<file path="src/corr_settings.svh">
`ifndef CORR_SETTINGS_SVH
`define CORR_SETTINGS_SVH

// --------------------------------------------------
// Array geometry
// --------------------------------------------------
`define NUM_ANTENNA 4    // One-bit antenna inputs
`define NUM_PAIRS   6    // Pairs a < b, one per clock
`define TMUX_RATE   6    // Clocks per sample, equal to the pair count

// --------------------------------------------------
// Datapath widths
// --------------------------------------------------
`define ACCUM_BITS  9    // Each of sin and cos
`define COUNT_BITS  8    // Block size, samples minus one
`define SLOT_BITS   3    // Pair index

// Readback flow control
`define RD_CREDITS  4    // Most credits the sender may hold

`endif

</file>
<file path="src/corr_pkg.sv">
`include "corr_settings.svh"

package corr_pkg;

   // --------------------------------------------------
   // Decode to execute
   // --------------------------------------------------
   typedef struct packed {
      logic                  vld;
      logic [`SLOT_BITS-1:0] slot;   // Pair index
      logic                  re_a;   // Real part, antenna a
      logic                  re_b;   // Real part, antenna b
      logic                  im_a;   // Previous bit of antenna a
      logic                  first;  // Restart the counts
      logic                  last;   // Block ends with this sample
   } pair_op_t;

   // Agreement counts for one pair
   typedef struct packed {
      logic [`ACCUM_BITS-1:0] sin;
      logic [`ACCUM_BITS-1:0] cos;
   } vis_t;

   // Execute to buffer, one finished pair
   typedef struct packed {
      logic                  vld;
      logic [`SLOT_BITS-1:0] slot;
      vis_t                  vis;
   } vis_res_t;

   // Sample capture FSM
   typedef enum logic {
      DEC_IDLE,    // Waiting for enable
      DEC_ISSUE    // Walking the pairs
   } decode_state_e;

endpackage

</file>
<file path="src/rdbk_pkg.sv">
`include "corr_settings.svh"

package rdbk_pkg;

   // Block number, wraps at 256
   typedef logic [7:0] block_seq_t;

   // --------------------------------------------------
   // One word to the consumer
   // --------------------------------------------------
   typedef struct packed {
      block_seq_t            block_seq;  // Block it came from
      logic [`SLOT_BITS-1:0] slot;       // Pair index
      logic                  last;       // Final pair of the block
      corr_pkg::vis_t        vis;        // {sin, cos}
   } vis_word_t;

   // Sender FSM
   typedef enum logic {
      RO_IDLE,     // Read bank empty
      RO_SEND      // Draining the read bank
   } readout_state_e;

endpackage

</file>
<file path="src/corr_accum.sv">
`include "corr_settings.svh"

module corr_accum (
   input  logic                clk_x,
   input  logic                sw_d,
   input  corr_pkg::pair_op_t  op_i,
   output corr_pkg::vis_res_t  res_o
);

   localparam int ACC_W = `ACCUM_BITS;

   corr_pkg::vis_t        acc_q [`NUM_PAIRS];  // One {sin, cos} per slot
   corr_pkg::vis_t        base;
   corr_pkg::vis_t        acc_d;
   logic                  cos_hit;
   logic                  sin_hit;
   logic                  res_vld_q;
   logic [`SLOT_BITS-1:0] res_slot_q;
   corr_pkg::vis_t        res_vis_q;

   // --------------------------------------------------
   // Agreement test and next count
   // --------------------------------------------------
   always_comb begin
      cos_hit   = op_i.re_a == op_i.re_b;   // Real against real
      sin_hit   = op_i.im_a == op_i.re_b;   // Quadrature against real
      // First sample of a block starts from zero
      base      = op_i.first ? '0 : acc_q[op_i.slot];
      acc_d.cos = base.cos + ACC_W'(cos_hit);
      acc_d.sin = base.sin + ACC_W'(sin_hit);
   end

   // Time-multiplexed count store
   always_ff @(posedge clk_x) begin
      if (op_i.vld) begin
         acc_q[op_i.slot] <= acc_d;
      end
   end

   // --------------------------------------------------
   // Finished visibilities
   // --------------------------------------------------
   always_ff @(posedge clk_x or posedge sw_d) begin
      if (sw_d) begin
         res_vld_q <= 1'b0;
      end else begin
         res_vld_q <= op_i.vld && op_i.last;  // Only on the closing sample
      end
   end

   // Payload of the result
   always_ff @(posedge clk_x) begin
      if (op_i.vld && op_i.last) begin
         res_slot_q <= op_i.slot;
         res_vis_q  <= acc_d;   // Includes the last sample
      end
   end

   assign res_o = '{vld: res_vld_q, slot: res_slot_q, vis: res_vis_q};

endmodule

</file>
<file path="src/corr_top.sv">
`include "corr_settings.svh"

module corr_top (
   input  logic                    clk_x,         // Six times the sample rate
   input  logic                    sw_d,
   input  logic                    enable_i,
   input  logic [`COUNT_BITS-1:0]  blocksize_i,
   input  logic [`NUM_ANTENNA-1:0] antenna_i,
   input  logic                    rd_credit_i,
   output logic                    rd_vld_o,
   output rdbk_pkg::vis_word_t     rd_word_o,
   output logic                    overflow_o
);

   corr_pkg::pair_op_t op;    // Decode to execute
   corr_pkg::vis_res_t res;   // Execute to buffer

   // --------------------------------------------------
   // Decode
   // --------------------------------------------------
   sample_decode u_decode (
      .clk_x       (clk_x),
      .sw_d        (sw_d),
      .enable_i    (enable_i),
      .blocksize_i (blocksize_i),
      .antenna_i   (antenna_i),
      .op_o        (op)
   );

   // --------------------------------------------------
   // Execute
   // --------------------------------------------------
   corr_accum u_accum (
      .clk_x (clk_x),
      .sw_d  (sw_d),
      .op_i  (op),
      .res_o (res)
   );

   // --------------------------------------------------
   // Result, banks and readback
   // --------------------------------------------------
   vis_readout u_readout (
      .clk_x       (clk_x),
      .sw_d        (sw_d),
      .res_i       (res),
      .rd_credit_i (rd_credit_i),
      .rd_vld_o    (rd_vld_o),
      .rd_word_o   (rd_word_o),
      .overflow_o  (overflow_o)
   );

endmodule

</file>
<file path="src/sample_decode.sv">
`include "corr_settings.svh"

module sample_decode (
   input  logic                    clk_x,
   input  logic                    sw_d,
   input  logic                    enable_i,
   input  logic [`COUNT_BITS-1:0]  blocksize_i,  // Samples per block minus one
   input  logic [`NUM_ANTENNA-1:0] antenna_i,
   output corr_pkg::pair_op_t      op_o
);

   localparam int AX_BITS = $clog2(`NUM_ANTENNA);
   localparam int SLOT_W  = `SLOT_BITS;
   localparam logic [SLOT_W-1:0] LAST_PHASE = SLOT_W'(`TMUX_RATE - 1);

   corr_pkg::decode_state_e state_q;
   logic [SLOT_W-1:0]       phase_q;    // Pair being issued
   logic [`NUM_ANTENNA-1:0] re_q;       // Current sample
   logic [`NUM_ANTENNA-1:0] im_q;       // Previous sample, fake Hilbert
   logic                    first_q;    // Flags of the held sample
   logic                    last_q;
   logic [`COUNT_BITS-1:0]  samp_q;     // Sample index within block
   logic [`COUNT_BITS-1:0]  size_q;     // Latched block size
   logic [`COUNT_BITS-1:0]  size_now;
   logic                    capture;
   logic                    end_blk;
   logic [AX_BITS-1:0]      ax_a;
   logic [AX_BITS-1:0]      ax_b;
   corr_pkg::pair_op_t      op_d;

   // --------------------------------------------------
   // Pair table, slot to antennas {a, b}
   // --------------------------------------------------
   function automatic logic [2*AX_BITS-1:0] pair_of(input logic [SLOT_W-1:0] slot);
      case (slot)
         0:       pair_of = {AX_BITS'(0), AX_BITS'(1)};
         1:       pair_of = {AX_BITS'(0), AX_BITS'(2)};
         2:       pair_of = {AX_BITS'(0), AX_BITS'(3)};
         3:       pair_of = {AX_BITS'(1), AX_BITS'(2)};
         4:       pair_of = {AX_BITS'(1), AX_BITS'(3)};
         default: pair_of = {AX_BITS'(2), AX_BITS'(3)};
      endcase
   endfunction

   // First enabled edge, then every sixth clock
   assign capture  = enable_i &&
                     (state_q == corr_pkg::DEC_IDLE || phase_q == LAST_PHASE);
   assign size_now = (samp_q == '0) ? blocksize_i : size_q;  // New block takes the input
   assign end_blk  = samp_q == size_now;

   // Op for the current phase
   always_comb begin
      {ax_a, ax_b} = pair_of(phase_q);
      op_d         = '0;
      op_d.vld     = state_q == corr_pkg::DEC_ISSUE;
      op_d.slot    = phase_q;
      op_d.re_a    = re_q[ax_a];
      op_d.re_b    = re_q[ax_b];
      op_d.im_a    = im_q[ax_a];   // a's previous bit
      op_d.first   = first_q;
      op_d.last    = last_q;
   end

   // --------------------------------------------------
   // Capture and issue
   // --------------------------------------------------
   always_ff @(posedge clk_x or posedge sw_d) begin
      if (sw_d) begin
         state_q <= corr_pkg::DEC_IDLE;
         phase_q <= '0;
         re_q    <= '0;
         im_q    <= '0;
         first_q <= 1'b0;
         last_q  <= 1'b0;
         samp_q  <= '0;
         size_q  <= '0;
         op_o    <= '0;
      end else if (!enable_i) begin
         // Abandon any partial block
         state_q <= corr_pkg::DEC_IDLE;
         phase_q <= '0;
         re_q    <= '0;     // So the next first sample sees zero im
         im_q    <= '0;
         samp_q  <= '0;
         op_o    <= '0;
      end else begin
         state_q <= corr_pkg::DEC_ISSUE;
         op_o    <= op_d;
         if (state_q == corr_pkg::DEC_ISSUE) begin
            phase_q <= (phase_q == LAST_PHASE) ? '0 : phase_q + 1'b1;
         end
         if (capture) begin
            re_q    <= antenna_i;
            im_q    <= re_q;              // Previous sample becomes im
            first_q <= samp_q == '0;
            last_q  <= end_blk;
            samp_q  <= end_blk ? '0 : samp_q + 1'b1;
            if (samp_q == '0) begin
               size_q <= blocksize_i;     // Held for the whole block
            end
         end
      end
   end

endmodule

</file>
<file path="src/vis_readout.sv">
`include "corr_settings.svh"

module vis_readout (
   input  logic                clk_x,
   input  logic                sw_d,
   input  corr_pkg::vis_res_t  res_i,
   input  logic                rd_credit_i,   // One pulse per credit
   output logic                rd_vld_o,
   output rdbk_pkg::vis_word_t rd_word_o,
   output logic                overflow_o     // Sticky, a block was dropped
);

   localparam int CRED_W = $clog2(`RD_CREDITS + 1);
   localparam int SLOT_W = `SLOT_BITS;
   localparam logic [SLOT_W-1:0] LAST_SLOT = SLOT_W'(`NUM_PAIRS - 1);

   corr_pkg::vis_t           bank_q [2][`NUM_PAIRS];  // Fill and read banks
   logic                     fill_q;      // Bank being filled
   logic                     rd_full_q;   // Read bank holds an unsent block
   rdbk_pkg::block_seq_t     seq_q;       // Blocks completed so far
   rdbk_pkg::block_seq_t     rd_seq_q;    // Number of the block in the read bank
   logic [CRED_W-1:0]        cred_q;
   rdbk_pkg::readout_state_e state_q;
   logic [SLOT_W-1:0]        rd_slot_q;   // Next word to send
   logic                     blk_done;
   logic                     send;
   logic                     free_now;
   logic                     swap;
   rdbk_pkg::vis_word_t      word_d;

   // --------------------------------------------------
   // Bank control
   // --------------------------------------------------
   assign blk_done = res_i.vld && res_i.slot == LAST_SLOT;
   assign send     = state_q == rdbk_pkg::RO_SEND && cred_q != '0;
   assign free_now = send && rd_slot_q == LAST_SLOT;      // Read bank empties now
   assign swap     = blk_done && (!rd_full_q || free_now);

   // Results land in the fill bank
   always_ff @(posedge clk_x) begin
      if (res_i.vld) begin
         bank_q[fill_q][res_i.slot] <= res_i.vis;
      end
   end

   always_ff @(posedge clk_x or posedge sw_d) begin
      if (sw_d) begin
         fill_q     <= 1'b0;
         rd_full_q  <= 1'b0;
         seq_q      <= '0;
         rd_seq_q   <= '0;
         overflow_o <= 1'b0;
      end else begin
         if (blk_done) begin
            seq_q <= seq_q + 1'b1;   // Dropped blocks count too
         end
         if (swap) begin
            fill_q    <= !fill_q;
            rd_full_q <= 1'b1;
            rd_seq_q  <= seq_q;
         end else begin
            if (free_now) begin
               rd_full_q <= 1'b0;
            end
            if (blk_done) begin
               overflow_o <= 1'b1;   // Read bank still busy, block lost
            end
         end
      end
   end

   // --------------------------------------------------
   // Credits
   // --------------------------------------------------
   always_ff @(posedge clk_x or posedge sw_d) begin
      if (sw_d) begin
         cred_q <= '0;
      end else begin
         case ({rd_credit_i, send})
            2'b10:   cred_q <= cred_q + 1'b1;
            2'b01:   cred_q <= cred_q - 1'b1;
            default: cred_q <= cred_q;   // None, or one in and one out
         endcase
      end
   end

   // --------------------------------------------------
   // Sender
   // --------------------------------------------------
   always_ff @(posedge clk_x or posedge sw_d) begin
      if (sw_d) begin
         state_q   <= rdbk_pkg::RO_IDLE;
         rd_slot_q <= '0;
         rd_vld_o  <= 1'b0;
      end else begin
         rd_vld_o <= send;
         case (state_q)
            rdbk_pkg::RO_IDLE: begin
               if (rd_full_q) begin
                  state_q   <= rdbk_pkg::RO_SEND;
                  rd_slot_q <= '0;
               end
            end
            default: begin
               if (send) begin
                  rd_slot_q <= rd_slot_q + 1'b1;
                  if (rd_slot_q == LAST_SLOT) begin
                     state_q <= rdbk_pkg::RO_IDLE;   // Bank freed above
                  end
               end
            end
         endcase
      end
   end

   // Outgoing word from the read bank
   always_comb begin
      word_d.block_seq = rd_seq_q;
      word_d.slot      = rd_slot_q;
      word_d.last      = rd_slot_q == LAST_SLOT;
      word_d.vis       = bank_q[!fill_q][rd_slot_q];
   end

   always_ff @(posedge clk_x) begin
      if (send) begin
         rd_word_o <= word_d;
      end
   end

endmodule
</file>
<file path="config.mk">
export PLATFORM = sky130hd
export DESIGN_NAME = corr_top
export DESIGN_NICKNAME = d
export VERILOG_FILES = /design/src/corr_pkg.sv /design/src/rdbk_pkg.sv /design/src/corr_accum.sv /design/src/corr_top.sv /design/src/sample_decode.sv /design/src/vis_readout.sv
export VERILOG_INCLUDE_DIRS = /design/src
export SDC_FILE = /design/constraint.sdc
export NUM_CORES = 1
export LEC_CHECK = 0
export BUFFER_PORTS_ARGS = -buffer_cell sky130_fd_sc_hd__buf_4
export CAP_MARGIN = 20
export CORE_MARGIN = 5
export CORE_UTILIZATION = 65
export CTS_CLUSTER_SIZE = 16
export DETAILED_ROUTE_END_ITERATION = 8
export PLACE_DENSITY = 0.89
export SETUP_SLACK_MARGIN = 0.05
export SLEW_MARGIN = 20
export SYNTH_ARGS = -nofsm -noshare
export SYNTH_HDL_FRONTEND = slang
export SYNTH_SLANG_ARGS = --single-unit
</file>
<file path="constraint.sdc">
create_clock -name clk_x -period 6.94 [get_ports clk_x]
set_input_delay 1.735 -clock clk_x [delete_from_list [all_inputs] [get_ports clk_x]]
set_output_delay 1.735 -clock clk_x [all_outputs]
set_load 0.01 [all_outputs]
</file>
# [Yosys cells after proc, flatten, opt, wreduce, memory -nomap -nowiden]
# Memories as Yosys holds them, arrays and structs flattened.
# Cells that the tools add are included.
[word_totals] ff_bits=118 latchBits=0 mem_bits_rw=324 rom_bits=0 in_bits=16 out_inout_bits=32 elab_cells=127 memories=2
[memory_table] name="u_readout.bank_q" depth=2 width=108 read_ports=1 rd_clocked_by_memory_dff=0 write_ports=1 line_no="vis_readout.sv:17" rtl="corr_pkg::vis_t bank_q [2][`NUM_PAIRS];"
[memory_table] name="u_accum.acc_q" depth=6 width=18 read_ports=1 rd_clocked_by_memory_dff=0 write_ports=1 line_no="corr_accum.sv:12" rtl="corr_pkg::vis_t acc_q [`NUM_PAIRS];"
[classes] n_addsub=8 mul=0 n_div=0 magnitude_cmp=5 eq_ne=15 shifts=0 mux=40 bitwise_logic=4 n_reduce_logical=20
[ops] operator="$mux 108" count=1
[ops] operator="$mux 18" count=4
[ops] operator="$bmux 18 s3" count=1
[ops] operator="$demux 18 s3" count=1
[ops] operator="$mux 8" count=4
[ops] operator="$pmux 4 s5" count=1
[ops] operator="$add 9x1->9" count=2
[ops] operator="$mux 3" count=6
[ops] operator="$add 8x1->8 const B" count=2
[ops] operator="$mux 4" count=4
[ops] operator="$mux 1" count=13
[ops] operator="$eq 3x3->1 const B" count=4
[ops] operator="$add 3x1->3 const B" count=3
[ops] operator="$mux 9" count=1
[ops] operator="$eq 8x8->1" count=1
[ops] operator="$ge 4x4->1 const B" count=2
[ops] operator="$logic_not 8->1" count=1
[ops] operator="$not 3->4" count=2
[ops] operator="$logic_and 1x1->1" count=7
[ops] operator="$bmux 1 s2" count=3
[ops] operator="$eq 3x2->1 const B" count=2
[ops] operator="$lt 2x3->1 const B" count=2
[ops] operator="$pmux 3 s2" count=1
[ops] operator="$reduce_and 2->1" count=3
[ops] operator="14 further kinds" count=21

# [Logic depth before layout (Yosys ltp)]
[depth] word_depth=7 mapped_depth=13 depth_no_buf=9

# [Modules after synthesis]
# A second synthesis with hierarchy kept.
[hier_totals] cells_unflattened=1013 area_unflattened_um2=17663.2
[by_module_without_submodules] mod="vis_readout" n_inst=1 cells_per_inst=527 area_per_inst_um2=10453.8 seq_area_each_um2=8062.7
[by_module_without_submodules] mod="corr_accum" n_inst=1 cells_per_inst=315 area_per_inst_um2=5348.9 seq_area_each_um2=3898.7
[by_module_without_submodules] mod="sample_decode" n_inst=1 cells_per_inst=171 area_per_inst_um2=1860.5 seq_area_each_um2=950.9

# [Worst setup path after synthesis]
# No wires, ideal clock.
[synth_timing] path_type="flip-flop to flip-flop" startpoint="register u_readout.fill_q" endpoint="memory u_readout.bank_q[1][100] in the netlist's numbering (enable)" setup_time_ns=0.439 arrival_ns=2.781 required_ns=6.501 path_slack_ns=3.720 path_stages_with_launch=5 n_path_buf=2 period_less_slack_ns=3.220 path_cell_list="dfrtp_1 -> clkbuf_1 -> clkbuf_1 -> nand2_1 -> nor4_1"
[synth_rtl] item="start: declaration" line_no="vis_readout.sv:18" rtl="logic fill_q;"
[synth_rtl] item="start signal: assignment" line_no="vis_readout.sv:58" rtl="fill_q <= !fill_q;"
[synth_rtl] item="end: declaration" line_no="vis_readout.sv:17"
# Straight into the memory's write port.

==> flow_summary.toml <==
[outcome]
status = "complete, no violations"

[power_and_ir_drop]
leakage_nw = 6.81
ir_worst_vdd_v = 0.000314
power_density_nw_per_um2 = 323

[clock_tree]
cts_hold_buf = 0
clock_sinks = 441
cts_resized = 0
cts_tree = "built"
h-tree-depth = 2
clk_path_buf_depth = 3
clkLatencyLatePin_ns = 0.55
cts_setup_buffers = 0
root_buffer = "clkbuf_16"
cts_buffers = 43
clk_pin_slew_ns = 0.06

[timing]
post-route-period-util = 0.485
tightest_slew_ns = 1.01
fin_skew_ns = 0.0283
fmax_ghz = 0.297
period_minus_slack_ns = 3.36
drv_slew = 0
setup_viol = 0
hold_viol_final = 0
rsz0062_at_grt = "no"
max_slew_margin = 0.319
finalSetupTns_ns = 0

[routing]
top_layer = "met4"
num_vias = 9148
viasPerCell = 6.51
ant_nets = 0
drc = 0
wl_met1_microns = 13400
wirelength_microns = 35500
drt_iter0_drc = 1067
first_pass_iters = 6
wl_met3_microns = 2400
wire_per_inst_microns = 25.3
wl_met2_microns = 18700

[global_route]
overflow = 0
track_usage = 0.239
grt_max_degree = 67
grt_pass1_vias = 9331
antenna_found_initial = 0
grt_pass1_wl_microns = 55500

[worst_setup_path]
critPathArrivalTime_ns = 3.62
path_class = "flop to flop"
crit_buf_inv = 2
critPathSlowestCell = "buf_4"
end_kind = "flop"
cp.required_ns = 7.20
start_kind = "flop"
cpPeakStageDelay_ns = 0.58
crit_chain = "buf_4, mux4_2, nor2_1, a211oi_1, ha_1, ha_1, inv_1, nor4_2, nand3_1, a21oi_1"
crit_fanout = 45
crit_top_cell = "ha_1"
crit_family = "compound AO/OA/AOI/OAI gates"

[floorplanning]
start_util = 0.664
num_io_pins = 48
coreArea_sq_um = 26100
rows = 59
die_y_microns = 173
dieWidth_microns = 173
die_area_sq_um = 30000

[final_layout]
layout.nets = 1067
fin_area_sq_um = 19500
diodes = 0
drive_gt1_frac = 0.229
area_growth_pct = 12.5
stdcell_count = 1405

[job]
max_cap_violations = 0

[logic_synthesis]
synthFlopType = "edfxtp_1"
synth_nets = 990
ys_async_sr_fraction = 0.150
synth-edff-count = 375
yosysWarningCount = 0
synthCells = 963
synthTopCellsByCount = "edfxtp_1, mux4_2, dfrtp_1, nand2_1, mux2i_1"
synth_cell_types = 60
yosysTopAreaCellShare = 0.649
syn-mean-instance-area_sq_um = 18.0
yosysMostFrequentCell = "edfxtp_1"
yosys_register_bits = 441
yosys-top-cells-area = "edfxtp_1, dfrtp_1, mux4_2"
ys_seq_area_frac = 0.745
synth_top_cell_by_area = "edfxtp_1"
synth_area_sq_um = 17300

[hold_path]
hp-class = "flop to flop"

[placement]
dp_hpwl_microns = 19400
gp_congestion = 0.850
port_buffers = 47
place_area_sq_um = 18200
dp_cells = 1330
## cell usage in the layout, fill, tap and decap left out, types with 8 or more instances in the layout
| master | instances |
|---|---|
| buf_4 | 72 |
| xor2_1 | 15 |
| mux2i_1 | 44 |
| mux2_2 | 21 |
| and2_1 | 9 |
| dfrtp_1 | 63 |
| mux4_2 | 67 |
| nor2_1 | 40 |
| nand3_1 | 13 |
| inv_1 | 38 |
| clkbuf_1 | 10 |
| xnor2_1 | 14 |
| edfxtp_1 | 375 |
| nand2_1 | 52 |
| ha_1 | 10 |
| clkbuf_16 | 43 |
| a21oi_1 | 16 |
| clkinv_1 | 8 |
| o22ai_1 | 23 |
| nor3_1 | 11 |
| nor3_2 | 9 |
## stage by stage
stage	hold WS [ns]	util	total power, mW	worst slack (ns)
floorplan	0.419	-	3.76	3.55
global placement	0.434	0.695	4.04	3.77
detailed placement	0.440	0.695	4.09	3.64
CTS	0.472	0.747	6.34	3.60
global route	0.479	0.747	6.54	3.32
finish	0.475	0.747	6.30	3.58
## cell type report
cell class                 instances  area [sq um]
inverter                          41           154
timing repair buffer              72           541
sequential                       441         12900
fill                            1344          6620
clock buffer                      57          1170
tap                              335           419
clock inverter                    18           174
multi-input combinational        441          4140
## kinds of logic (layout without fill, tap and decap cells)
logic type / count (synthesis) / count (layout) / share of synthesized area
AOI/OAI and AO/OA: 90 / 90 / 0.0351
xor gates and xnor gates: 29 / 29 / 0.0146
adders and majority gates: 11 / 11 / 0.00837
buffers and inverters: 81 / 188 / 0.0199
DFF: 441 / 441 / 0.745
muxes: 134 / 134 / 0.127
and+or+nand+nor: 177 / 177 / 0.0500
## where the power goes
| group | total [mW] | switching, mW | internal, mW | leakage (nW) |
|---|---|---|---|---|
| Combinational | 0.915 | 0.534 | 0.381 | 1.88 |
| Clock | 2.24 | 0.950 | 1.30 | 0.657 |
| Sequential | 3.14 | 0.0685 | 3.07 | 4.27 |
| Total | 6.30 | 1.55 | 4.75 | 6.81 |
## path summary, 6_finish.rpt
check / from / to / slack (ns) / cells past startpoint
max in group asynchronous: sw_d / u_readout.fill_q / 4.88 / 3
hold reg to reg: u_readout.rd_seq_q[4] / u_readout.rd_word_o[26] / 0.47 / 0
setup / recovery: u_decode.op_o[5] / u_accum.acc_q[3][8] / 3.58 / 10
min in group asynchronous: sw_d / u_readout.fill_q / 1.46 / 3
setup reg to reg: u_decode.op_o[5] / u_accum.acc_q[3][8] / 3.58 / 10
hold / removal: u_readout.rd_seq_q[4] / u_readout.rd_word_o[26] / 0.47 / 0
## flip-flops by register name, summed over array words and instances (netlist names), 3 cells and up
name and cells:
u_accum.acc_q 108, u_accum.res_o 18, u_accum.res_slot_q 3, u_decode.im_q 3
u_decode.op_o 9, u_decode.phase_q 3, u_decode.re_q 4, u_decode.samp_q 8
u_decode.size_q 8, u_readout.bank_q 216, u_readout.cred_q 3, u_readout.rd_seq_q 8
u_readout.rd_slot_q 3, u_readout.rd_word_o 30, u_readout.seq_q 8
## routing by layer
layer,up-vias,track usage
met5,-,0
met4,0,0.0748
met3,79,0.0369
met2,455,0.411
met1,4714,0.321
li1,3900,-
Power figures use the tool's default switching activity.
